**config.mk**
```make
export PLATFORM = sky130hd
export DESIGN_NAME = ddr4CmdDecoder
export DESIGN_NICKNAME = d
export VERILOG_FILES = /design/src/common/ddr4CaPkg.sv /design/src/decode/ddr4CmdDecoder.sv
export SDC_FILE = /design/constraint.sdc
export NUM_CORES = 1
export LEC_CHECK = 0
export ABC_CLOCK_PERIOD_IN_PS = 1400
export BUFFER_PORTS_ARGS = -buffer_cell sky130_fd_sc_hd__buf_4
export CORE_MARGIN = 4
export CORE_UTILIZATION = 40
export DETAILED_ROUTE_END_ITERATION = 7
export PLACE_DENSITY = 0.79
export SLEW_MARGIN = 20
export SYNTH_ARGS = -nofsm -noshare
export SYNTH_HDL_FRONTEND = slang
export SYNTH_SLANG_ARGS = --single-unit
```
**constraint.sdc**
```tcl
create_clock -name c0_ddr4_ck_t -period 1.4 [get_ports c0_ddr4_ck_t]
set_input_delay 0.07 -clock c0_ddr4_ck_t [delete_from_list [all_inputs] [get_ports c0_ddr4_ck_t]]
set_output_delay 0.07 -clock c0_ddr4_ck_t [all_outputs]
set_load 0.05 [all_outputs]
```
**src/common/ddr4CaPkg.sv**
```systemverilog
package ddr4CaPkg;

  // ==========================================================================
  // Pin and field widths
  // ==========================================================================

  localparam int AdrWidth       = 17;
  localparam int BankGroupWidth = 2;
  localparam int BankAddrWidth  = 2;
  localparam int RankCount      = 2;
  localparam int DataWidth      = 8;
  localparam int ColStoreBits   = 5;

  // Rank 1 sits on the back side of the clamshell
  localparam bit MirrorRank1 = 1'b1;

  localparam int RankWidth = $clog2(RankCount);
  localparam int BankWidth = BankGroupWidth + BankAddrWidth;
  localparam int BankCount = 1 << BankWidth;
  localparam int ColWidth  = 10;

  // Opcode lives on A16..A14 (RAS_n, CAS_n, WE_n)
  localparam int OpLsb = 14;

  // A10 selects all banks on PRE
  localparam int AllBanksBit = 10;

  // Clears A13..A11 for column commands
  localparam logic [AdrWidth-1:0] RdWrAdrMask = 17'h1C7FF;

  // Data store geometry
  localparam int StoreAdrWidth = RankWidth + BankWidth + ColStoreBits;
  localparam int StoreDepth    = 1 << StoreAdrWidth;

  // ==========================================================================
  // Command encodings
  // ==========================================================================

  typedef enum logic [2:0] {
    OpMrs = 3'b000,
    OpRef = 3'b001,
    OpPre = 3'b010,
    OpAct = 3'b011,
    OpWr  = 3'b100,
    OpRd  = 3'b101,
    OpZqc = 3'b110,
    OpNop = 3'b111
  } ddrOpE;

  // Same order as the opcode, with deselect on top
  typedef enum logic [3:0] {
    CmdMrs  = 4'd0,
    CmdRef  = 4'd1,
    CmdPre  = 4'd2,
    CmdAct  = 4'd3,
    CmdWr   = 4'd4,
    CmdRd   = 4'd5,
    CmdZqc  = 4'd6,
    CmdNop  = 4'd7,
    CmdDsel = 4'd8
  } ddrCmdE;

  // ==========================================================================
  // Bundles
  // ==========================================================================

  // Command/address pins as sampled
  typedef struct packed {
    logic                      actN;
    logic [RankCount-1:0]      csN;
    logic [AdrWidth-1:0]       adr;
    logic [BankAddrWidth-1:0]  ba;
    logic [BankGroupWidth-1:0] bg;
  } caBusT;

  // Decoded command, bank is {bg, ba}
  typedef struct packed {
    ddrCmdE                kind;
    logic [RankWidth-1:0]  rank;
    logic [BankWidth-1:0]  bank;
    logic [AdrWidth-1:0]   row;
    logic [ColWidth-1:0]   col;
    logic                  allBanks;
  } ddrCmdT;

endpackage
```
**src/decode/ddr4CmdDecoder.sv**
```systemverilog
`timescale 1ns/1ps

module ddr4CmdDecoder import ddr4CaPkg::*; (
  input  logic                 c0_ddr4_ck_t,
  input  logic                 rst,
  input  caBusT                caBus,
  input  logic [DataWidth-1:0] wrData,
  output logic                 cmdStrobe,
  output ddrCmdT               cmdOut,
  output logic [DataWidth-1:0] wrDataQ
);

  logic                      dsel;
  logic [RankWidth-1:0]      rankSel;
  logic                      mirrorOn;
  logic [AdrWidth-1:0]       adrUnmir;
  logic [AdrWidth-1:0]       adrMasked;
  logic [BankAddrWidth-1:0]  baUnmir;
  logic [BankGroupWidth-1:0] bgUnmir;
  ddrOpE                     op;
  ddrCmdE                    kind;
  ddrCmdT                    cmdNext;

  // ==========================================================================
  // Rank select and mirror undo
  // ==========================================================================

  assign dsel = &caBus.csN;

  // CS0 wins when both are low
  assign rankSel  = caBus.csN[0] ? RankWidth'(1) : RankWidth'(0);
  assign mirrorOn = MirrorRank1 && (rankSel == RankWidth'(1));

  always_comb begin
    adrUnmir = caBus.adr;
    baUnmir  = caBus.ba;
    bgUnmir  = caBus.bg;
    if (mirrorOn) begin
      adrUnmir[3]  = caBus.adr[4];
      adrUnmir[4]  = caBus.adr[3];
      adrUnmir[5]  = caBus.adr[6];
      adrUnmir[6]  = caBus.adr[5];
      adrUnmir[7]  = caBus.adr[8];
      adrUnmir[8]  = caBus.adr[7];
      adrUnmir[11] = caBus.adr[13];
      adrUnmir[13] = caBus.adr[11];
      baUnmir      = {caBus.ba[0], caBus.ba[1]};
      bgUnmir      = {caBus.bg[0], caBus.bg[1]};
    end
  end

  // ==========================================================================
  // Opcode decode
  // ==========================================================================

  assign op = ddrOpE'(adrUnmir[OpLsb +: 3]);

  always_comb begin
    if (dsel) begin
      kind = CmdDsel;
    end else if (!caBus.actN) begin
      kind = CmdAct;
    end else begin
      case (op)
        OpMrs:   kind = CmdMrs;
        OpRef:   kind = CmdRef;
        OpPre:   kind = CmdPre;
        OpAct:   kind = CmdAct;
        OpWr:    kind = CmdWr;
        OpRd:    kind = CmdRd;
        OpZqc:   kind = CmdZqc;
        default: kind = CmdNop;
      endcase
    end
  end

  // Column commands carry BC/AP bits up high, drop them
  always_comb begin
    adrMasked = adrUnmir;
    if (kind == CmdWr || kind == CmdRd) begin
      adrMasked = adrUnmir & RdWrAdrMask;
    end
  end

  always_comb begin
    cmdNext.kind     = kind;
    cmdNext.rank     = rankSel;
    cmdNext.bank     = {bgUnmir, baUnmir};
    cmdNext.row      = adrMasked;
    cmdNext.col      = adrMasked[ColWidth-1:0];
    cmdNext.allBanks = adrMasked[AllBanksBit];
  end

  // ==========================================================================
  // Output register
  // ==========================================================================

  always_ff @(posedge c0_ddr4_ck_t) begin
    if (rst) begin
      cmdStrobe <= 1'b0;
    end else begin
      cmdStrobe <= !dsel;
    end
  end

  // Write data rides along with its command
  always_ff @(posedge c0_ddr4_ck_t) begin
    cmdOut  <= cmdNext;
    wrDataQ <= wrData;
  end

endmodule

```
==> impl_metrics.ini, run 1 <==
[run_status]
run_status = complete, no violations

[floorplan]
row_count = 17
die_w_um = 57.74
die_h_um = 57.74
dieArea_um2 = 3334
coreArea_um2 = 2276
initial_core_util = 0.4349
ioPinCount = 80

[clock_tree]
tritoncts = yes
htreeDepth = 2
path_clk_slew_ns = 0.10
numCtsBuffers = 5
cts-resized-gates = 0
clock_sinks = 35
clockRootBuffer = clkbuf_4
clockBufferDepth = 2

[synthesis]
yosysSeqAreaShare = 0.7080
yosysWarnings = 0
synth_compound_area_frac = 0.03666
synth_top_family_by_area = multiplexers
yosysUniqueCellTypes = 11
synth_fa_ha_area_frac = 0
synth_seq_cells = 35
synthesis.area_um2 = 989.7
synth_xor_area_frac = 0
yosys-mux-area-fraction = 0.1340
synth_nets = 105
syn_inst = 71
avgSynthCellArea_um2 = 13.94
yosys.area_share.simple = 0.01517

[sta]
relSlewSlack = 0.8747
max_freq_mhz = 729.1
timing.final.crit_share = 0.9797
setup_violations = 0
finalMaxSlewViolations = 0
totalNegativeSetupSlack_ns = 0
period_minus_slack_ns = 1.372
hold_viol_final = 0
max_slew.worst_pin.slew_ns = 0.1856
grt_setup_unrepaired = no

[pwr]
ir_drop_v = 0.001120
power_density_nw_per_um2 = 1168
leakagePower_nw = 0.9369

[worst_hold_path]
hp-class = primary input to register
whs_path_depth = 3
hp-start = caBus[22]
hold_path_end = cmdOut[36]

[run]
drv_cap = 0

[detailed_routing]
viasPerCell = 4.340
drt_pre_antenna_iters = 3
top_layer = met4
vias = 907
wl_per_cell_um = 14.29
antenna_left = 0
drtIter0Drc = 5
wl_met3_um = 457
wl_met2_mm = 1.465
routed_wl_mm = 2.987
drc = 0
wl_met1_um = 985

[finish]
final_util = 0.8455
final_layout_size_suffix_gt1_frac = 0.5249
area_delta_synth_final_pct = 94.44
fill_cells = 128
layout_commonest_cell = buf_4
finalNonFillerCells = 209
layout_common_cells = buf_4, dfxtp_1, dlygate4sd3_1
num_antenna_cells = 0
stdcell_area_um2 = 1924
nets = 214

[setup_path]
cp-start-kind = primary input
worst-setup-path-type = primary input to register
crit_chain = dlygate4sd3_1 -> buf_4 -> mux2_2 -> dlygate4sd3_1
critical_path_arrival_ns = 1.59
max_stage_delay_ns = 0.55
worstPathRequired_ns = 1.61
crit_slowest_cell = dlygate4sd3_1
cp.buffers_inverters = 3
crit_top_cell = dlygate4sd3_1
cp.depth = 4
endpoint_kind = register
critPathMaxFanout = 2
critical-path-top-delay-family = buffers and inverters

[global_routing]
antenna_found_initial = 0
grt-ovfl-total = 0
grt_pass1_wl_mm = 4.795
grt_max_degree = 15
grtUsageTotal = 0.1952
grt_pass1_vias = 1064

[placement]
globalplace.congestion = 0.7206
hpwl_mm = 1.696
placed_area_um2 = 1524
port_buffers = 79
dp_cells = 166
synth_stat cells (all sizes together):
| library cell | instances | share of area |
|---|---|---|
| nand2 | 2 | 0.0076 |
| a21oi | 2 | 0.010 |
| a41oi | 2 | 0.018 |
| dfxtp | 35 | 0.71 |
| buf | 12 | 0.095 |
| mux2 | 10 | 0.11 |
| nor2 | 2 | 0.0076 |
| inv | 3 | 0.011 |
| mux2i | 2 | 0.020 |
| o31a | 1 | 0.0089 |
worst max-delay path by stage:
stage | startpoint | end | slack (ns)
3_5_place_dp | caBus[21] | cmdOut[23] | 0.52
3_3_place_gp | caBus[21] | cmdOut[23] | 0.57
5_1_grt | caBus[10] | cmdOut[7] | 0.02
6_report | caBus[10] | cmdOut[7] | 0.03
4_1_cts | caBus[0] | cmdOut[31] | 0.10
2_1_floorplan | cmdOut[1] | cmdOut[11] | 0.44
area by class of cell:
| cell class | instances | area, um^2 | area share |
|---|---|---|---|
| Timing Repair Buffer | 114 | 943.4 | 0.4902 |
| Sequential cell | 35 | 700.7 | 0.3641 |
| Clock inverter | 1 | 5.005 | 0.002601 |
| Tap cell | 28 | 35.03 | 0.01821 |
| Clock buffer | 7 | 45.04 | 0.02341 |
| Multi-Input combinational cell | 21 | 183.9 | 0.09558 |
| Inverter | 3 | 11.26 | 0.005852 |
sequential cells by signal, summed over array words and instances, names as in the netlist:
signal,count
cmdOut,26
wrDataQ,8
cmdStrobe,1
logic make-up after synthesis:
| kind of cell | count (synthesis) |
|---|---|
| simple gates | 4 |
| flops | 35 |
| compound gates | 5 |
| mux | 12 |
| buf+inv | 15 |
report_power, final:
group	internal (mW)	switching [mW]	leakage, nW
combinational	0.263	0.403	0.613
sequential	1.06	0.0253	0.295
clock	0.196	0.299	0.0293
total	1.52	0.728	0.937
routing by layer:
layer | GRT usage | vias up
met3 | 0.1136 | 9
met4 | 0.1159 | 0
met2 | 0.3306 | 63
li1 | - | 439
met5 | 0 | -
met1 | 0.1799 | 396
timing repair:
item | 4_1_cts | 5_1_grt
hold buffers | 35 | 0
hold endpoints to repair | 34 | 0
setup buffers | 0 | 0
through the flow:
step / power [mW] / setup slack (ns) / hold WS [ns]
after detailed placement: 1.684 / 0.5187 / 0.1758
after global routing: 2.355 / 0.02203 / 0.06817
after CTS: 2.261 / 0.1002 / 0.06891
after floorplan: 1.492 / 0.4357 / 0.09772
after global placement: 1.676 / 0.5686 / 0.1748
final: 2.247 / 0.02835 / 0.07978
(Power assumes the default switching activity.)
==> run 2: changes to the inputs <==
--- a/config.mk
+++ b/config.mk
@@ -5,12 +5,12 @@
 export SDC_FILE = /design/constraint.sdc
 export NUM_CORES = 1
 export LEC_CHECK = 0
-export ABC_CLOCK_PERIOD_IN_PS = 1400
+export ABC_CLOCK_PERIOD_IN_PS = 1500
 export BUFFER_PORTS_ARGS = -buffer_cell sky130_fd_sc_hd__buf_4
 export CORE_MARGIN = 4
-export CORE_UTILIZATION = 40
+export CORE_UTILIZATION = 37
 export DETAILED_ROUTE_END_ITERATION = 7
-export PLACE_DENSITY = 0.79
+export PLACE_DENSITY = 0.74
 export SLEW_MARGIN = 20
 export SYNTH_ARGS = -nofsm -noshare
 export SYNTH_HDL_FRONTEND = slang
==> constraint.sdc (replaced) <==
create_clock -name c0_ddr4_ck_t -period 1.5 [get_ports c0_ddr4_ck_t]
set_input_delay 0.075 -clock c0_ddr4_ck_t [delete_from_list [all_inputs] [get_ports c0_ddr4_ck_t]]
set_output_delay 0.075 -clock c0_ddr4_ck_t [all_outputs]
set_load 0.05 [all_outputs]
==> impl_metrics.ini, run 2 (synthesis results as in run 1) <==
[sta]
relSlewSlack = 0.8979
hold_viol_final = 0
setup_violations = 0
period_minus_slack_ns = 1.473
finalMaxSlewViolations = 0
max_freq_mhz = 678.7
timing.final.crit_share = 0.9822
max_slew.worst_pin.slew_ns = 0.1511
totalNegativeSetupSlack_ns = 0
layout_setup_ws_ns = 0.02667
whs_ns = 0.08346
grt_setup_unrepaired = no

[setup_path]
cp-start-kind = primary input
critical_path_arrival_ns = 1.69
crit_chain = dlygate4sd3_1 -> buf_6 -> mux2_2 -> dlygate4sd3_1
critical-path-top-delay-family = buffers and inverters
max_stage_delay_ns = 0.55
crit_top_cell = dlygate4sd3_1
cp.depth = 4
worst-setup-path-type = primary input to register
critPathMaxFanout = 14
endpoint_kind = register
worstPathRequired_ns = 1.72
cp.buffers_inverters = 3
crit_slowest_cell = dlygate4sd3_1

[global_routing]
antenna_found_initial = 0
grtUsageTotal = 0.1799
grt_pass1_vias = 1013
grt_pass1_wl_mm = 4.526
grt_max_degree = 15
grt-ovfl-total = 0

[finish]
largest_register = cmdOut
layout_commonest_cell = buf_4
num_antenna_cells = 0
reg_top3 = cmdOut: 26 flops, wrDataQ: 8 flops, cmdStrobe: 1 flops
layout_common_cells = buf_4, dfxtp_1, dlygate4sd3_1
largest_reg_flops = 26
area_delta_synth_final_pct = 98.74
nets = 214
finalNonFillerCells = 211
final_layout_size_suffix_gt1_frac = 0.5359

[detailed_routing]
drtIter0Drc = 11
viasPerCell = 4.303
routed_wl_mm = 2.931
wl_per_cell_um = 13.89
drc = 0
antenna_left = 0
drt_pre_antenna_iters = 3
vias = 908

[floorplan]
ioPinCount = 80
die_h_um = 59.72
coreArea_um2 = 2522
row_count = 18
initial_core_util = 0.3924
dieArea_um2 = 3566
die_w_um = 59.72

[worst_hold_path]
hold_path_end = cmdOut[22]
whs_path_depth = 3
hp-start = caBus[15]
hp-class = primary input to register

[clock_tree]
post-cts-setup-buffer-count = 0
clockRootBuffer = clkbuf_4
clock_sinks = 35
clockBufferDepth = 2
numCtsBuffers = 5
htreeDepth = 2
path_clk_slew_ns = 0.09
tritoncts = yes

[placement]
port_buffers = 79
globalplace.congestion = 0.6790
dp_cells = 168
dp_slack_ns = 0.6243
hpwl_mm = 1.730

[pwr]
ir_drop_v = 0.0008787
power_density_nw_per_um2 = 1179
leakagePower_nw = 0.9571

[run]
drv_cap = 0

[run_status]
run_status = complete, no violations
[run 2: how the worst max path moves through the flow]
| stage | slack [ns] | startpoint | endpoint |
|---|---|---|---|
| 2_1_floorplan | 0.53 | cmdOut[1] | cmdOut[11] |
| 3_3_place_gp | 0.66 | caBus[21] | cmdOut[23] |
| 3_5_place_dp | 0.62 | caBus[21] | cmdOut[23] |
| 4_1_cts | 0.03 | caBus[21] | cmdOut[5] |
| 5_1_grt | 0.03 | caBus[21] | cmdOut[6] |
| 6_report | 0.03 | caBus[21] | cmdOut[6] |
[run 2: worst min-delay path: cells and delay by family]
family	cells	cell delay, ns
compound gates	1	0.15
buf+inv	1	0.08
mux	1	0.06
[run 2: cell type report]
cell class / instances / area (um^2)
well taps: 30 / 37.54
flip-flops and latches: 35 / 700.7
clock buffers: 6 / 51.30
multi-input cells: 21 / 183.9
repair buffers: 114 / 947.2
inverters: 3 / 11.26
fillers: 162 / 555.5
clock inverters: 2 / 35.03
[run 2: power by group]
| group | internal, mW | switching (mW) |
|---|---|---|
| Clock | 0.394 | 0.290 |
| Sequential | 0.991 | 0.0233 |
| Combinational | 0.246 | 0.376 |
[run 2: through the flow]
step                utilization  cell area [um^2]  total power, mW
CTS                      0.7783              1963            2.337
global route             0.7798              1967            2.428
finish                   0.7798              1967            2.319
floorplan                     -             989.7            1.392
detailed placement       0.6052              1526            1.572
global placement         0.6052              1526            1.565
[run 2: per-layer routing]
metal / GRT usage / share of wire
met1: 0.1586 / 0.32
met2: 0.3333 / 0.50
met3: 0.1015 / 0.17
met4: 0.06646 / 0.014
met5: 0 / 0
[run 2: what timing repair did]
| item | in CTS | in global routing |
|---|---|---|
| resized for setup | 0 | 1 |
| endpoints found under the hold margin | 33 | 0 |
| endpoints found under the setup margin | 0 | 4 |
| hold buffers | 35 | 0 |
