===== config.mk =====
export PLATFORM = sky130hd
export DESIGN_NAME = ddr4BankTracker
export DESIGN_NICKNAME = d
export VERILOG_FILES = /design/src/common/ddr4CaPkg.sv /design/src/logic/ddr4BankTracker.sv
export SDC_FILE = /design/constraint.sdc
export NUM_CORES = 1
export LEC_CHECK = 0
export ABC_CLOCK_PERIOD_IN_PS = 2000
export BUFFER_PORTS_ARGS = -buffer_cell sky130_fd_sc_hd__buf_2
export CAP_MARGIN = 20
export CORE_MARGIN = 3
export CORE_UTILIZATION = 42
export DETAILED_ROUTE_END_ITERATION = 8
export PLACE_DENSITY = 0.66
export REMOVE_ABC_BUFFERS = 1
export SYNTH_ARGS = -nofsm -noshare
export SYNTH_HDL_FRONTEND = slang
export SYNTH_SLANG_ARGS = --single-unit

===== constraint.sdc =====
create_clock -name c0_ddr4_ck_t -period 2 [get_ports c0_ddr4_ck_t]
set_input_delay 0.4 -clock c0_ddr4_ck_t [delete_from_list [all_inputs] [get_ports c0_ddr4_ck_t]]
set_output_delay 0.4 -clock c0_ddr4_ck_t [all_outputs]
set_load 0.005 [all_outputs]

===== src/common/ddr4CaPkg.sv =====
package ddr4CaPkg;

  // ==========================================================================
  // Pin and field widths
  // ==========================================================================

  localparam int AdrWidth       = 17;
  localparam int BankGroupWidth = 2;
  localparam int BankAddrWidth  = 2;
  localparam int RankCount      = 2;
  localparam int DataWidth      = 8;
  localparam int ColStoreBits   = 5;

  // Rank 1 sits on the back side of the clamshell
  localparam bit MirrorRank1 = 1'b1;

  localparam int RankWidth = $clog2(RankCount);
  localparam int BankWidth = BankGroupWidth + BankAddrWidth;
  localparam int BankCount = 1 << BankWidth;
  localparam int ColWidth  = 10;

  // Opcode lives on A16..A14 (RAS_n, CAS_n, WE_n)
  localparam int OpLsb = 14;

  // A10 selects all banks on PRE
  localparam int AllBanksBit = 10;

  // Clears A13..A11 for column commands
  localparam logic [AdrWidth-1:0] RdWrAdrMask = 17'h1C7FF;

  // Data store geometry
  localparam int StoreAdrWidth = RankWidth + BankWidth + ColStoreBits;
  localparam int StoreDepth    = 1 << StoreAdrWidth;

  // ==========================================================================
  // Command encodings
  // ==========================================================================

  typedef enum logic [2:0] {
    OpMrs = 3'b000,
    OpRef = 3'b001,
    OpPre = 3'b010,
    OpAct = 3'b011,
    OpWr  = 3'b100,
    OpRd  = 3'b101,
    OpZqc = 3'b110,
    OpNop = 3'b111
  } ddrOpE;

  // Same order as the opcode, with deselect on top
  typedef enum logic [3:0] {
    CmdMrs  = 4'd0,
    CmdRef  = 4'd1,
    CmdPre  = 4'd2,
    CmdAct  = 4'd3,
    CmdWr   = 4'd4,
    CmdRd   = 4'd5,
    CmdZqc  = 4'd6,
    CmdNop  = 4'd7,
    CmdDsel = 4'd8
  } ddrCmdE;

  // ==========================================================================
  // Bundles
  // ==========================================================================

  // Command/address pins as sampled
  typedef struct packed {
    logic                      actN;
    logic [RankCount-1:0]      csN;
    logic [AdrWidth-1:0]       adr;
    logic [BankAddrWidth-1:0]  ba;
    logic [BankGroupWidth-1:0] bg;
  } caBusT;

  // Decoded command, bank is {bg, ba}
  typedef struct packed {
    ddrCmdE                kind;
    logic [RankWidth-1:0]  rank;
    logic [BankWidth-1:0]  bank;
    logic [AdrWidth-1:0]   row;
    logic [ColWidth-1:0]   col;
    logic                  allBanks;
  } ddrCmdT;

endpackage

===== src/logic/ddr4BankTracker.sv =====
`timescale 1ns/1ps

module ddr4BankTracker import ddr4CaPkg::*; (
  input  logic   c0_ddr4_ck_t,
  input  logic   rst,
  input  logic   cmdStrobe,
  input  ddrCmdT cmdOut,
  output logic   seqError
);

  // Open flag per rank and bank
  logic [BankCount-1:0] bankOpen [RankCount];

  logic                 isOpen;
  logic                 actHit;
  logic                 colMiss;

  assign isOpen  = bankOpen[cmdOut.rank][cmdOut.bank];
  assign actHit  = cmdStrobe && (cmdOut.kind == CmdAct) && isOpen;
  assign colMiss = cmdStrobe && (cmdOut.kind == CmdWr || cmdOut.kind == CmdRd) && !isOpen;

  // ==========================================================================
  // Bank state
  // ==========================================================================

  always_ff @(posedge c0_ddr4_ck_t) begin
    if (rst) begin
      for (int r = 0; r < RankCount; r++) begin
        bankOpen[r] <= '0;
      end
    end else if (cmdStrobe) begin
      case (cmdOut.kind)
        CmdAct: begin
          bankOpen[cmdOut.rank][cmdOut.bank] <= 1'b1;
        end
        CmdPre: begin
          if (cmdOut.allBanks) begin
            bankOpen[cmdOut.rank] <= '0;
          end else begin
            bankOpen[cmdOut.rank][cmdOut.bank] <= 1'b0;
          end
        end
        default: begin
        end
      endcase
    end
  end

  // ==========================================================================
  // Sequence check
  // ==========================================================================

  always_ff @(posedge c0_ddr4_ck_t) begin
    if (rst) begin
      seqError <= 1'b0;
    end else begin
      seqError <= actHit || colMiss;
    end
  end

endmodule


==> run_summary.xml, run 1 <==
<?xml version="1.0" encoding="UTF-8"?>
<metrics>
  <group name="outcome">
    <metric name="outcome" unit="">complete, no violations</metric>
  </group>
  <group name="yosys">
    <metric name="post_synth_inst_count" unit="">186</metric>
    <metric name="synthesis.area_per_instance" unit="um2">10.2</metric>
    <metric name="yosys_warnings" unit="">0</metric>
    <metric name="post_synth_instance_area" unit="mm2">0.00190</metric>
    <metric name="synth_cell_types" unit="">35</metric>
    <metric name="ys_ff_latch" unit="">33</metric>
    <metric name="synth_edf_count" unit="">32</metric>
    <metric name="synth_async_sr_flop_share" unit="%">0</metric>
    <metric name="seq_total_area_yosys" unit="%">51.7</metric>
    <metric name="dominantRegCellSynth" unit="">sky130_fd_sc_hd__edfxtp_1</metric>
  </group>
  <group name="clock_tree">
    <metric name="cts_tree" unit="">yes</metric>
    <metric name="worst_skew_pair_latency" unit="ns">0.29</metric>
    <metric name="root_buffer" unit="">sky130_fd_sc_hd__clkbuf_8</metric>
    <metric name="cts_made_buffers" unit="">5</metric>
    <metric name="ctsResizeCount" unit="">0</metric>
    <metric name="cts_setup_buffers" unit="">0</metric>
    <metric name="cts_max_level" unit="">2</metric>
    <metric name="worst_setup_hold_path_clk_slew" unit="ns">0.06</metric>
    <metric name="cts_max_path_buffers" unit="">2</metric>
    <metric name="number_of_buffers_inserted_by_hold_repair_at_cts" unit="">0</metric>
    <metric name="numClockSinks" unit="">33</metric>
  </group>
  <group name="sta">
    <metric name="fin_tns_setup" unit="ns">0</metric>
    <metric name="postLayoutSetupSlackWorst" unit="ns">0.270</metric>
    <metric name="worst_pin_slew" unit="ns">0.602</metric>
    <metric name="hold_slack" unit="ns">0.411</metric>
    <metric name="post-route-period-util" unit="%">86.5</metric>
    <metric name="clock.fmax" unit="MHz">578</metric>
    <metric name="slew_headroom" unit="%">59.8</metric>
    <metric name="fin_worst_skew" unit="ns">0.00583</metric>
    <metric name="rsz0062_at_grt" unit="">no</metric>
    <metric name="shortest_period_the_worst_path_allows" unit="ns">1.73</metric>
    <metric name="timing.final.max_slew_violations" unit="">0</metric>
    <metric name="final_hold_viol_count" unit="">0</metric>
    <metric name="setup_viol_count_final" unit="">0</metric>
  </group>
  <group name="global_routing">
    <metric name="grt_start_max_net_pins" unit="">17</metric>
    <metric name="grt_antenna_before_repair" unit="">0</metric>
    <metric name="via_count_of_the_first_global_routing_pass" unit="">1533</metric>
    <metric name="gr-usage-all-layers" unit="%">19.6</metric>
    <metric name="grt_pass1_wl" unit="um">7570</metric>
    <metric name="grt-ovfl-total" unit="">0</metric>
  </group>
  <group name="floorplanning">
    <metric name="initial_cell_density_of_the_core" unit="%">45.5</metric>
    <metric name="core.rowCount" unit="">23</metric>
    <metric name="floorplan.io_pins" unit="">41</metric>
    <metric name="fp.dieArea" unit="mm2">0.00536</metric>
    <metric name="die_y" unit="um">73.2</metric>
    <metric name="die-width" unit="um">73.2</metric>
    <metric name="coreArea" unit="mm2">0.00417</metric>
  </group>
  <group name="final_layout">
    <metric name="diode_insertion_count_for_antenna_repair" unit="">0</metric>
    <metric name="layout.cells.most_common_list" unit="">34 x sky130_fd_sc_hd__nor2_1, 32 x sky130_fd_sc_hd__o21ai_0, 32 x sky130_fd_sc_hd__edfxtp_1</metric>
    <metric name="layout.filler_cells" unit="">378</metric>
    <metric name="areaGrowthSynthToFinish" unit="%">13.3</metric>
    <metric name="design.final.nets" unit="">245</metric>
    <metric name="drive_above_1_share" unit="%">21.4</metric>
    <metric name="instances_no_fill" unit="">256</metric>
    <metric name="most_common_cell_after_layout_fill_and_taps_aside" unit="">sky130_fd_sc_hd__nor2_1</metric>
  </group>
  <group name="critical_path">
    <metric name="critical_path_required" unit="ns">2.17</metric>
    <metric name="worst_r2r_endpoint" unit="">seqError</metric>
    <metric name="critPathLaunchType" unit="">input pin</metric>
    <metric name="crit_path_max_fanout" unit="">14</metric>
    <metric name="worstPathArrival" unit="ns">1.90</metric>
    <metric name="timing.setup.critical_path_class" unit="">in -&gt; reg</metric>
    <metric name="timing.reg2reg.worst_path_depth" unit="">5</metric>
    <metric name="worstSetupEndpointType" unit="">flop</metric>
    <metric name="regToRegSetupSlack" unit="ns">0.50</metric>
    <metric name="r2r_start" unit="">bankOpen[1][9]</metric>
  </group>
  <group name="placed_design">
    <metric name="pre_cts_ws" unit="ns">-0.197</metric>
    <metric name="numPortBuffers" unit="">13</metric>
    <metric name="routabilityCongestion" unit="">0.917</metric>
    <metric name="dpl.hpwl" unit="um">3450</metric>
    <metric name="place.detailed.instances" unit="">248</metric>
  </group>
  <group name="flow_run">
    <metric name="cap_viol_max_count" unit="">0</metric>
  </group>
  <group name="worst_hold_path">
    <metric name="timing.hold.worst_endpoint" unit="">seqError</metric>
    <metric name="worst_hold_startpoint" unit="">cmdStrobe</metric>
    <metric name="min_path_cells" unit="">3</metric>
    <metric name="hold_path_class" unit="">in -&gt; reg</metric>
  </group>
  <group name="power_and_ir_drop">
    <metric name="cellPowerDensity" unit="mW/mm2">743</metric>
    <metric name="cellLeakagePower" unit="nW">0.735</metric>
    <metric name="vdd.ir_drop.worst" unit="mV">0.413</metric>
  </group>
  <group name="route">
    <metric name="routed_wl" unit="um">4750</metric>
    <metric name="dr.first_iter.drc_count" unit="">214</metric>
    <metric name="drc" unit="">0</metric>
    <metric name="route.detailed.vias_per_inst" unit="">5.98</metric>
    <metric name="antenna_viol_nets_final" unit="">0</metric>
    <metric name="drt_first_pass_iters" unit="">4</metric>
    <metric name="vias" unit="">1530</metric>
    <metric name="wl_per_cell" unit="um">18.5</metric>
  </group>
</metrics>
[logic make-up (layout without fill, tap and decap cells)]
| group | after synthesis | after routing | synth area share, % |
|---|---|---|---|
| DFF | 33 | 33 | 51.7 |
| AOI/OAI and AO/OA | 43 | 43 | 14.2 |
| muxes | 17 | 17 | 9.82 |
| and+or+nand+nor | 80 | 80 | 20.2 |
| buffers and inverters | 13 | 33 | 4.15 |
[worst max-delay path by stage]
stage          startpoint              end
6_report       cmdOut[32]         seqError
5_1_grt        cmdOut[32]         seqError
4_1_cts        cmdOut[34]  bankOpen[0][12]
3_5_place_dp   cmdOut[34]  bankOpen[0][12]
3_3_place_gp   cmdOut[34]  bankOpen[0][13]
2_1_floorplan  cmdOut[35]   bankOpen[0][0]
[per-stage QoR]
stage	instance area, um2	utilization (%)	total power (W)
3_3_place_gp	2040	48.9	0.000988
2_1_floorplan	1830	-	0.000913
6_report	2150	51.5	0.00160
5_1_grt	2150	51.5	0.00167
3_5_place_dp	2040	48.9	0.000996
4_1_cts	2150	51.5	0.00160
[cells in the mapped netlist, drive strengths merged, types with 2 or more instances]
library cell	count	area [um2]
buf	5	48.8
and3	2	12.5
mux2	10	116
clkbuf	6	22.5
o21ai	32	160
mux2i	7	70.1
nand2b	6	37.5
nor2	36	138
edfxtp	32	961
a222oi	2	20.0
nor3	3	15.0
a211oi	2	20.0
inv	2	7.51
o22ai	2	12.5
nor2b	4	25.0
nand2	13	48.8
nand3	6	30.0
nand3b	2	15.0
nand4b	2	17.5
nand4	3	18.8
[routing by layer]
metal  global-route usage [%]  vias to the layer above  share of wire (%)
met4                     7.99                        0                1.8
met5                        0                        -                  0
met1                     26.3                      741                 44
li1                         -                      721                  -
met3                     4.13                        7                8.4
met2                     30.8                       61                 46
[where the power goes]
part / internal [W] / switching, W / total (W)
logic: 0.0000746 / 0.000111 / 0.000186
clock network: 0.000368 / 0.000244 / 0.000612
registers: 0.000791 / 0.00000897 / 0.000800
[layout make-up]
cell class | count | area [um2] | area share, %
clock buffer | 6 | 72.6 | 3.37
multi-input combinational | 140 | 841 | 39.1
clock inverter | 2 | 33.8 | 1.57
timing repair buffer | 23 | 153 | 7.10
tap | 50 | 62.6 | 2.91
inverter | 2 | 7.51 | 0.349
sequential | 33 | 981 | 45.6
[critical path: stages]
cell                        delay [ns]
sky130_fd_sc_hd__buf_2            0.28
sky130_fd_sc_hd__buf_12           0.19
sky130_fd_sc_hd__mux2i_1          0.22
sky130_fd_sc_hd__o22ai_1          0.16
sky130_fd_sc_hd__a2111oi_4        0.37
sky130_fd_sc_hd__a211oi_2         0.13
sky130_fd_sc_hd__mux2i_1          0.13
[flip-flops by register name, summed over array words and instances, names as in the netlist]
signal    flops
bankOpen     32
seqError      1
No activity file was read; power rests on OpenSTA's default activity.
==> run 2, diff against run 1 <==
PLACE_DENSITY = 0.61   (was 0.66)
==> run 2 against run 1 <==
Non-clock buffer count increased by 4. Fmax increased by 1.6%. Global-route usage decreased by 0.47 points. Clock skew increased by 0.0057 ns. Sequential share of layout area increased by 0.16 points. Via count decreased by 0.20%. Register-to-register slack about the same. Core utilization decreased by 0.18 points.
==> run_summary.xml, run 2 (same netlist as run 1, synthesis figures left out) <==
<?xml version="1.0" encoding="UTF-8"?>
<metrics>
  <group name="final_layout">
    <metric name="layout.cells.most_common_list" unit="">34 x sky130_fd_sc_hd__nor2_1, 32 x sky130_fd_sc_hd__o21ai_0, 32 x sky130_fd_sc_hd__edfxtp_1</metric>
    <metric name="diode_insertion_count_for_antenna_repair" unit="">0</metric>
    <metric name="fin_util" unit="%">51.4</metric>
    <metric name="largest_register_ffs" unit="">32</metric>
    <metric name="registers.top_by_ff_count" unit="">bankOpen</metric>
    <metric name="design.final.nets" unit="">249</metric>
    <metric name="areaGrowthSynthToFinish" unit="%">12.9</metric>
    <metric name="drive_above_1_share" unit="%">22.9</metric>
    <metric name="most_common_cell_after_layout_fill_and_taps_aside" unit="">sky130_fd_sc_hd__nor2_1</metric>
    <metric name="layout_top_registers" unit="">bankOpen (32), seqError (1)</metric>
  </group>
  <group name="flow_run">
    <metric name="cap_viol_max_count" unit="">0</metric>
  </group>
  <group name="route">
    <metric name="antenna_viol_nets_final" unit="">0</metric>
    <metric name="vias" unit="">1527</metric>
    <metric name="routed_wl" unit="um">4640</metric>
    <metric name="dr.first_iter.drc_count" unit="">195</metric>
    <metric name="drt_first_pass_iters" unit="">4</metric>
    <metric name="wl_per_cell" unit="um">17.8</metric>
    <metric name="route.detailed.vias_per_inst" unit="">5.87</metric>
    <metric name="drc" unit="">0</metric>
  </group>
  <group name="critical_path">
    <metric name="worst_r2r_endpoint" unit="">seqError</metric>
    <metric name="timing.reg2reg.worst_path_depth" unit="">5</metric>
    <metric name="critPathLaunchType" unit="">input pin</metric>
    <metric name="timing.setup.critical_path_class" unit="">in -&gt; reg</metric>
    <metric name="cpLargestDelayFamily" unit="">simple AND/OR/NAND/NOR gates</metric>
    <metric name="worstSetupEndpointType" unit="">flop</metric>
    <metric name="r2r_start" unit="">bankOpen[1][12]</metric>
    <metric name="crit_path_max_fanout" unit="">8</metric>
    <metric name="regToRegSetupSlack" unit="ns">0.51</metric>
    <metric name="critical_path_required" unit="ns">1.98</metric>
    <metric name="crit_buf_inv" unit="">2</metric>
    <metric name="critical_path.slowest_cell" unit="">sky130_fd_sc_hd__and4bb_2</metric>
    <metric name="cpPeakStageDelay" unit="ns">0.34</metric>
    <metric name="worstSetupStartpoint" unit="">cmdOut[35]</metric>
    <metric name="worstPathCellList" unit="">buf_2 -&gt; and4bb_2 -&gt; and3_1 -&gt; buf_4 -&gt; nand2_1 -&gt; o21ai_0</metric>
    <metric name="worstPathArrival" unit="ns">1.68</metric>
  </group>
  <group name="sta">
    <metric name="clock.fmax" unit="MHz">587</metric>
    <metric name="slew_headroom" unit="%">57.7</metric>
    <metric name="timing.final.max_slew_violations" unit="">0</metric>
    <metric name="rsz0062_at_grt" unit="">no</metric>
    <metric name="worst_pin_slew" unit="ns">0.634</metric>
    <metric name="shortest_period_the_worst_path_allows" unit="ns">1.70</metric>
    <metric name="final_hold_viol_count" unit="">0</metric>
    <metric name="setup_viol_count_final" unit="">0</metric>
    <metric name="postLayoutSetupSlackWorst" unit="ns">0.297</metric>
    <metric name="post-route-period-util" unit="%">85.1</metric>
    <metric name="fin_worst_skew" unit="ns">0.0115</metric>
  </group>
  <group name="global_routing">
    <metric name="gr-usage-all-layers" unit="%">19.1</metric>
    <metric name="grt_start_max_net_pins" unit="">17</metric>
    <metric name="grt_antenna_before_repair" unit="">0</metric>
    <metric name="grt-ovfl-total" unit="">0</metric>
    <metric name="via_count_of_the_first_global_routing_pass" unit="">1446</metric>
    <metric name="grt_pass1_wl" unit="um">7470</metric>
  </group>
  <group name="clock_tree">
    <metric name="worst_setup_hold_path_clk_slew" unit="ns">0.07</metric>
    <metric name="cts_made_buffers" unit="">5</metric>
    <metric name="cts_max_path_buffers" unit="">2</metric>
    <metric name="cts_max_level" unit="">2</metric>
    <metric name="numClockSinks" unit="">33</metric>
    <metric name="root_buffer" unit="">sky130_fd_sc_hd__clkbuf_8</metric>
    <metric name="worst_skew_pair_latency" unit="ns">0.29</metric>
    <metric name="cts_tree" unit="">yes</metric>
  </group>
  <group name="placed_design">
    <metric name="numPortBuffers" unit="">13</metric>
    <metric name="pre_cts_ws" unit="ns">-0.262</metric>
    <metric name="routabilityCongestion" unit="">0.853</metric>
    <metric name="dpl.hpwl" unit="um">3480</metric>
  </group>
  <group name="power_and_ir_drop">
    <metric name="cellPowerDensity" unit="mW/mm2">683</metric>
    <metric name="cellLeakagePower" unit="nW">0.740</metric>
    <metric name="vdd.ir_drop.worst" unit="mV">0.499</metric>
  </group>
  <group name="worst_hold_path">
    <metric name="timing.hold.worst_endpoint" unit="">seqError</metric>
    <metric name="worst_hold_startpoint" unit="">cmdStrobe</metric>
    <metric name="min_path_cells" unit="">3</metric>
    <metric name="hold_path_class" unit="">in -&gt; reg</metric>
  </group>
  <group name="floorplanning">
    <metric name="floorplan.io_pins" unit="">41</metric>
    <metric name="fp.dieArea" unit="mm2">0.00536</metric>
    <metric name="core.rowCount" unit="">23</metric>
    <metric name="die-width" unit="um">73.2</metric>
    <metric name="coreArea" unit="mm2">0.00417</metric>
    <metric name="initial_cell_density_of_the_core" unit="%">45.5</metric>
    <metric name="die_y" unit="um">73.2</metric>
  </group>
  <group name="outcome">
    <metric name="outcome" unit="">complete, no violations</metric>
  </group>
</metrics>
run 2: cell types whose count changed in the layout (fill, tap and decap cells not counted), sizes merged:
cell    change
bufinv      -1
clkbuf      -1
clkinv      +2
buf         +4
run 2: worst max path at each step:
| stage | end | slack, ns | cells past startpoint |
|---|---|---|---|
| 2_1_floorplan | bankOpen[0][0] | 0.34 | 5 |
| 3_3_place_gp | bankOpen[0][7] | -0.22 | 6 |
| 3_5_place_dp | bankOpen[0][12] | -0.26 | 6 |
| 4_1_cts | bankOpen[0][12] | 0.04 | 6 |
| 5_1_grt | bankOpen[1][13] | 0.20 | 5 |
| 6_report | bankOpen[1][9] | 0.30 | 6 |
run 2: power by group:
part | internal [W] | switching [W] | total [W]
logic | 0.0000767 | 0.000111 | 0.000187
registers | 0.000791 | 0.00000867 | 0.000800
clock network | 0.000234 | 0.000242 | 0.000476
total | 0.00110 | 0.000362 | 0.00146
run 2: area by class of cell:
type	count	area (um2)
flip-flops and latches	33	981
clock inverters	3	12.5
multi-input cells	140	841
clock buffers	5	68.8
fillers	359	2030
repair buffers	27	170
inverters	2	7.51
well taps	50	62.6
run 2: layer usage:
layer,up-vias,wire (um),GRT usage [%]
li1,726,-,-
met1,739,2090,26.6
met2,56,2170,29.0
met3,6,315,5.10
met4,0,62,6.15
met5,-,0,0
run 2: per-stage QoR:
step,total power (W),cell area [um2],instances,hold WS (ns),TNS (ns)
after floorplan,0.000913,1830,175,0.553,0
after global placement,0.000993,2060,252,0.687,-2.95
after detailed placement,0.000999,2060,252,0.701,-3.46
after CTS,0.00147,2140,260,0.391,0
after global routing,0.00153,2140,260,0.414,0
final,0.00146,2140,260,0.398,0
run 2: repair_timing:
item | CTS | global route
endpoints found under the setup margin | 0 | 16
hold buffers | 0 | 0
gates resized for setup | 0 | 1
buffers inserted | 0 | 0
run 2: worst min-delay path, stage by stage:
cell,delay (ns)
sky130_fd_sc_hd__buf_2,0.10
sky130_fd_sc_hd__nand4_1,0.07
sky130_fd_sc_hd__mux2i_1,0.06
==> run 3, diff against run 2 <==
==> constraint.sdc (replaced) <==
create_clock -name c0_ddr4_ck_t -period 2 [get_ports c0_ddr4_ck_t]
set_input_delay 0 -clock c0_ddr4_ck_t [delete_from_list [all_inputs] [get_ports c0_ddr4_ck_t]]
set_output_delay 0 -clock c0_ddr4_ck_t [all_outputs]
set_load 0.005 [all_outputs]
==> run 3 against run 2 <==
Highest routed layer unchanged. Largest cell class unchanged. Largest power group unchanged. Clock skew down 0.0067 ns. Fmax down 9.4%. Sequential power about the same. Core utilization down 1.3 points. Final cell count down 3.1%. Via count up 1.5%. Clock-buffer cell count up 1. Global-route usage up 0.43 points. Die area unchanged.
==> run_summary.xml, run 3 (same netlist as run 1, synthesis figures left out) <==
<?xml version="1.0" encoding="UTF-8"?>
<metrics>
  <group name="clock_tree">
    <metric name="ctsResizeCount" unit="">0</metric>
    <metric name="worst_setup_hold_path_clk_slew" unit="ns">0.07</metric>
    <metric name="cts_setup_buffers" unit="">0</metric>
    <metric name="numClockSinks" unit="">33</metric>
    <metric name="cts_tree" unit="">yes</metric>
    <metric name="cts_max_path_buffers" unit="">2</metric>
    <metric name="root_buffer" unit="">sky130_fd_sc_hd__clkbuf_8</metric>
    <metric name="cts_made_buffers" unit="">5</metric>
    <metric name="cts_max_level" unit="">2</metric>
    <metric name="worst_skew_pair_latency" unit="ns">0.29</metric>
    <metric name="number_of_buffers_inserted_by_hold_repair_at_cts" unit="">2</metric>
  </group>
  <group name="critical_path">
    <metric name="cpPeakStageDelay" unit="ns">0.62</metric>
    <metric name="timing.setup.critical_path_class" unit="">in -&gt; reg</metric>
    <metric name="critical_path_required" unit="ns">2.03</metric>
    <metric name="worstPathCellList" unit="">dlygate4sd3_1 -&gt; buf_2 -&gt; and4bb_2 -&gt; a31oi_1 -&gt; buf_4 -&gt; o21ai_0</metric>
    <metric name="crit_path_max_fanout" unit="">9</metric>
    <metric name="critPathLaunchType" unit="">input pin</metric>
    <metric name="worstPathArrival" unit="ns">1.91</metric>
    <metric name="worstSetupEndpointType" unit="">flop</metric>
    <metric name="critical_path.slowest_cell" unit="">sky130_fd_sc_hd__a31oi_1</metric>
  </group>
  <group name="route">
    <metric name="antenna_viol_nets_final" unit="">0</metric>
    <metric name="wl_per_cell" unit="um">18.8</metric>
    <metric name="routed_wl" unit="um">4740</metric>
    <metric name="route.detailed.vias_per_inst" unit="">6.15</metric>
    <metric name="drt_first_pass_iters" unit="">4</metric>
    <metric name="vias" unit="">1550</metric>
    <metric name="dr.first_iter.drc_count" unit="">187</metric>
    <metric name="drc" unit="">0</metric>
  </group>
  <group name="sta">
    <metric name="timing.final.max_slew_violations" unit="">0</metric>
    <metric name="final_hold_viol_count" unit="">0</metric>
    <metric name="fin_tns_setup" unit="ns">0</metric>
    <metric name="post-route-period-util" unit="%">94.0</metric>
    <metric name="setup_viol_count_final" unit="">0</metric>
    <metric name="worst_pin_slew" unit="ns">0.732</metric>
    <metric name="slew_headroom" unit="%">51.0</metric>
    <metric name="clock.fmax" unit="MHz">532</metric>
    <metric name="hold_slack" unit="ns">0.0490</metric>
    <metric name="shortest_period_the_worst_path_allows" unit="ns">1.88</metric>
    <metric name="fin_worst_skew" unit="ns">0.00483</metric>
    <metric name="rsz0062_at_grt" unit="">no</metric>
  </group>
  <group name="floorplanning">
    <metric name="initial_cell_density_of_the_core" unit="%">45.5</metric>
    <metric name="fp.dieArea" unit="mm2">0.00536</metric>
    <metric name="core.rowCount" unit="">23</metric>
    <metric name="die_y" unit="um">73.2</metric>
    <metric name="floorplan.io_pins" unit="">41</metric>
    <metric name="coreArea" unit="mm2">0.00417</metric>
    <metric name="die-width" unit="um">73.2</metric>
  </group>
  <group name="global_routing">
    <metric name="grt-ovfl-total" unit="">0</metric>
    <metric name="grt_start_max_net_pins" unit="">26</metric>
    <metric name="grt_util_met3" unit="%">6.20</metric>
    <metric name="grt-busiest-layer" unit="">met2</metric>
    <metric name="via_count_of_the_first_global_routing_pass" unit="">1540</metric>
    <metric name="use_met2" unit="%">32.6</metric>
    <metric name="grt_pass1_wl" unit="um">7600</metric>
    <metric name="gr-usage-all-layers" unit="%">19.6</metric>
    <metric name="grt_antenna_before_repair" unit="">0</metric>
    <metric name="use_met1" unit="%">24.2</metric>
  </group>
  <group name="final_layout">
    <metric name="registers.top_by_ff_count" unit="">bankOpen</metric>
    <metric name="design.final.nets" unit="">241</metric>
    <metric name="largest_register_ffs" unit="">32</metric>
    <metric name="diode_insertion_count_for_antenna_repair" unit="">0</metric>
    <metric name="drive_above_1_share" unit="%">18.8</metric>
    <metric name="most_common_cell_after_layout_fill_and_taps_aside" unit="">sky130_fd_sc_hd__nor2_1</metric>
    <metric name="areaGrowthSynthToFinish" unit="%">9.95</metric>
    <metric name="layout_top_registers" unit="">bankOpen (32), seqError (1)</metric>
    <metric name="layout.cells.most_common_list" unit="">35 x sky130_fd_sc_hd__nor2_1, 32 x sky130_fd_sc_hd__o21ai_0, 32 x sky130_fd_sc_hd__edfxtp_1</metric>
    <metric name="finalInstanceArea" unit="mm2">0.00209</metric>
    <metric name="layout.filler_cells" unit="">379</metric>
  </group>
  <group name="power_and_ir_drop">
    <metric name="overall_power_of_the_completed_layout" unit="W">0.00146</metric>
    <metric name="cellPowerDensity" unit="mW/mm2">701</metric>
    <metric name="vdd.ir_drop.worst" unit="mV">0.397</metric>
    <metric name="cellLeakagePower" unit="nW">0.697</metric>
  </group>
  <group name="flow_run">
    <metric name="cap_viol_max_count" unit="">0</metric>
  </group>
  <group name="outcome">
    <metric name="outcome" unit="">complete, no violations</metric>
  </group>
  <group name="worst_hold_path">
    <metric name="hold_path_class" unit="">in -&gt; reg</metric>
  </group>
  <group name="placed_design">
    <metric name="numPortBuffers" unit="">13</metric>
    <metric name="routabilityCongestion" unit="">0.903</metric>
    <metric name="placedInstanceArea" unit="mm2">0.00198</metric>
    <metric name="dpl.hpwl" unit="um">3440</metric>
  </group>
</metrics>
run 3: changes by cell type in the layout (fill, tap and decap cells not counted):
cell                            delta
sky130_fd_sc_hd__nor2_1            +1
sky130_fd_sc_hd__clkinv_1          -2
sky130_fd_sc_hd__nor2_2            -1
sky130_fd_sc_hd__buf_4            -10
sky130_fd_sc_hd__clkbuf_1          +1
sky130_fd_sc_hd__dlygate4sd3_1     +2
sky130_fd_sc_hd__clkinv_2          +1
run 3: critical path: cells and delay by family:
kind | cells | cell delay (ns)
compound gates | 2 | 0.73
buf+inv | 3 | 0.94
simple gates | 1 | 0.25
run 3: path summary, 6_finish.rpt:
check / from / endpoint / slack, ns / depth (start not counted)
worst max-delay path: cmdStrobe / bankOpen[1][10] / 0.12 / 6
worst min-delay path: cmdOut[33] / seqError / 0.05 / 3
worst max register to register: bankOpen[0][12] / seqError / 0.41 / 5
worst min register to register: bankOpen[1][2] / seqError / 0.88 / 4
run 3: through the flow:
stage	std cells	utilization, %	setup slack [ns]
after global routing	252	50.0	0.0393
after detailed placement	242	47.6	0.206
after CTS	252	50.0	0.141
final	252	50.0	0.120
after floorplan	175	-	0.628
after global placement	241	47.4	0.0817
run 3: area by class of cell:
type / instances / area [um2] / share of cell area (%)
well taps: 50 / 62.6 / 3.00
inverters: 2 / 7.51 / 0.360
multi-input cells: 140 / 838 / 40.2
clock inverters: 2 / 10.0 / 0.480
repair buffers: 19 / 115 / 5.52
clock buffers: 6 / 72.6 / 3.48
flip-flops and latches: 33 / 981 / 47.0
run 3: layer usage:
layer	share of wire, %	vias to the layer above
met3	7.9	6
met2	48	56
met5	0	-
met1	43	766
li1	-	722
met4	1.3	0
run 3: where the power goes:
| group | switching [W] | total (W) | internal (W) | leakage [nW] |
|---|---|---|---|---|
| clock network | 0.000242 | 0.000482 | 0.000241 | 0.0450 |
| registers | 0.00000929 | 0.000800 | 0.000791 | 0.312 |
| logic | 0.000111 | 0.000180 | 0.0000698 | 0.340 |
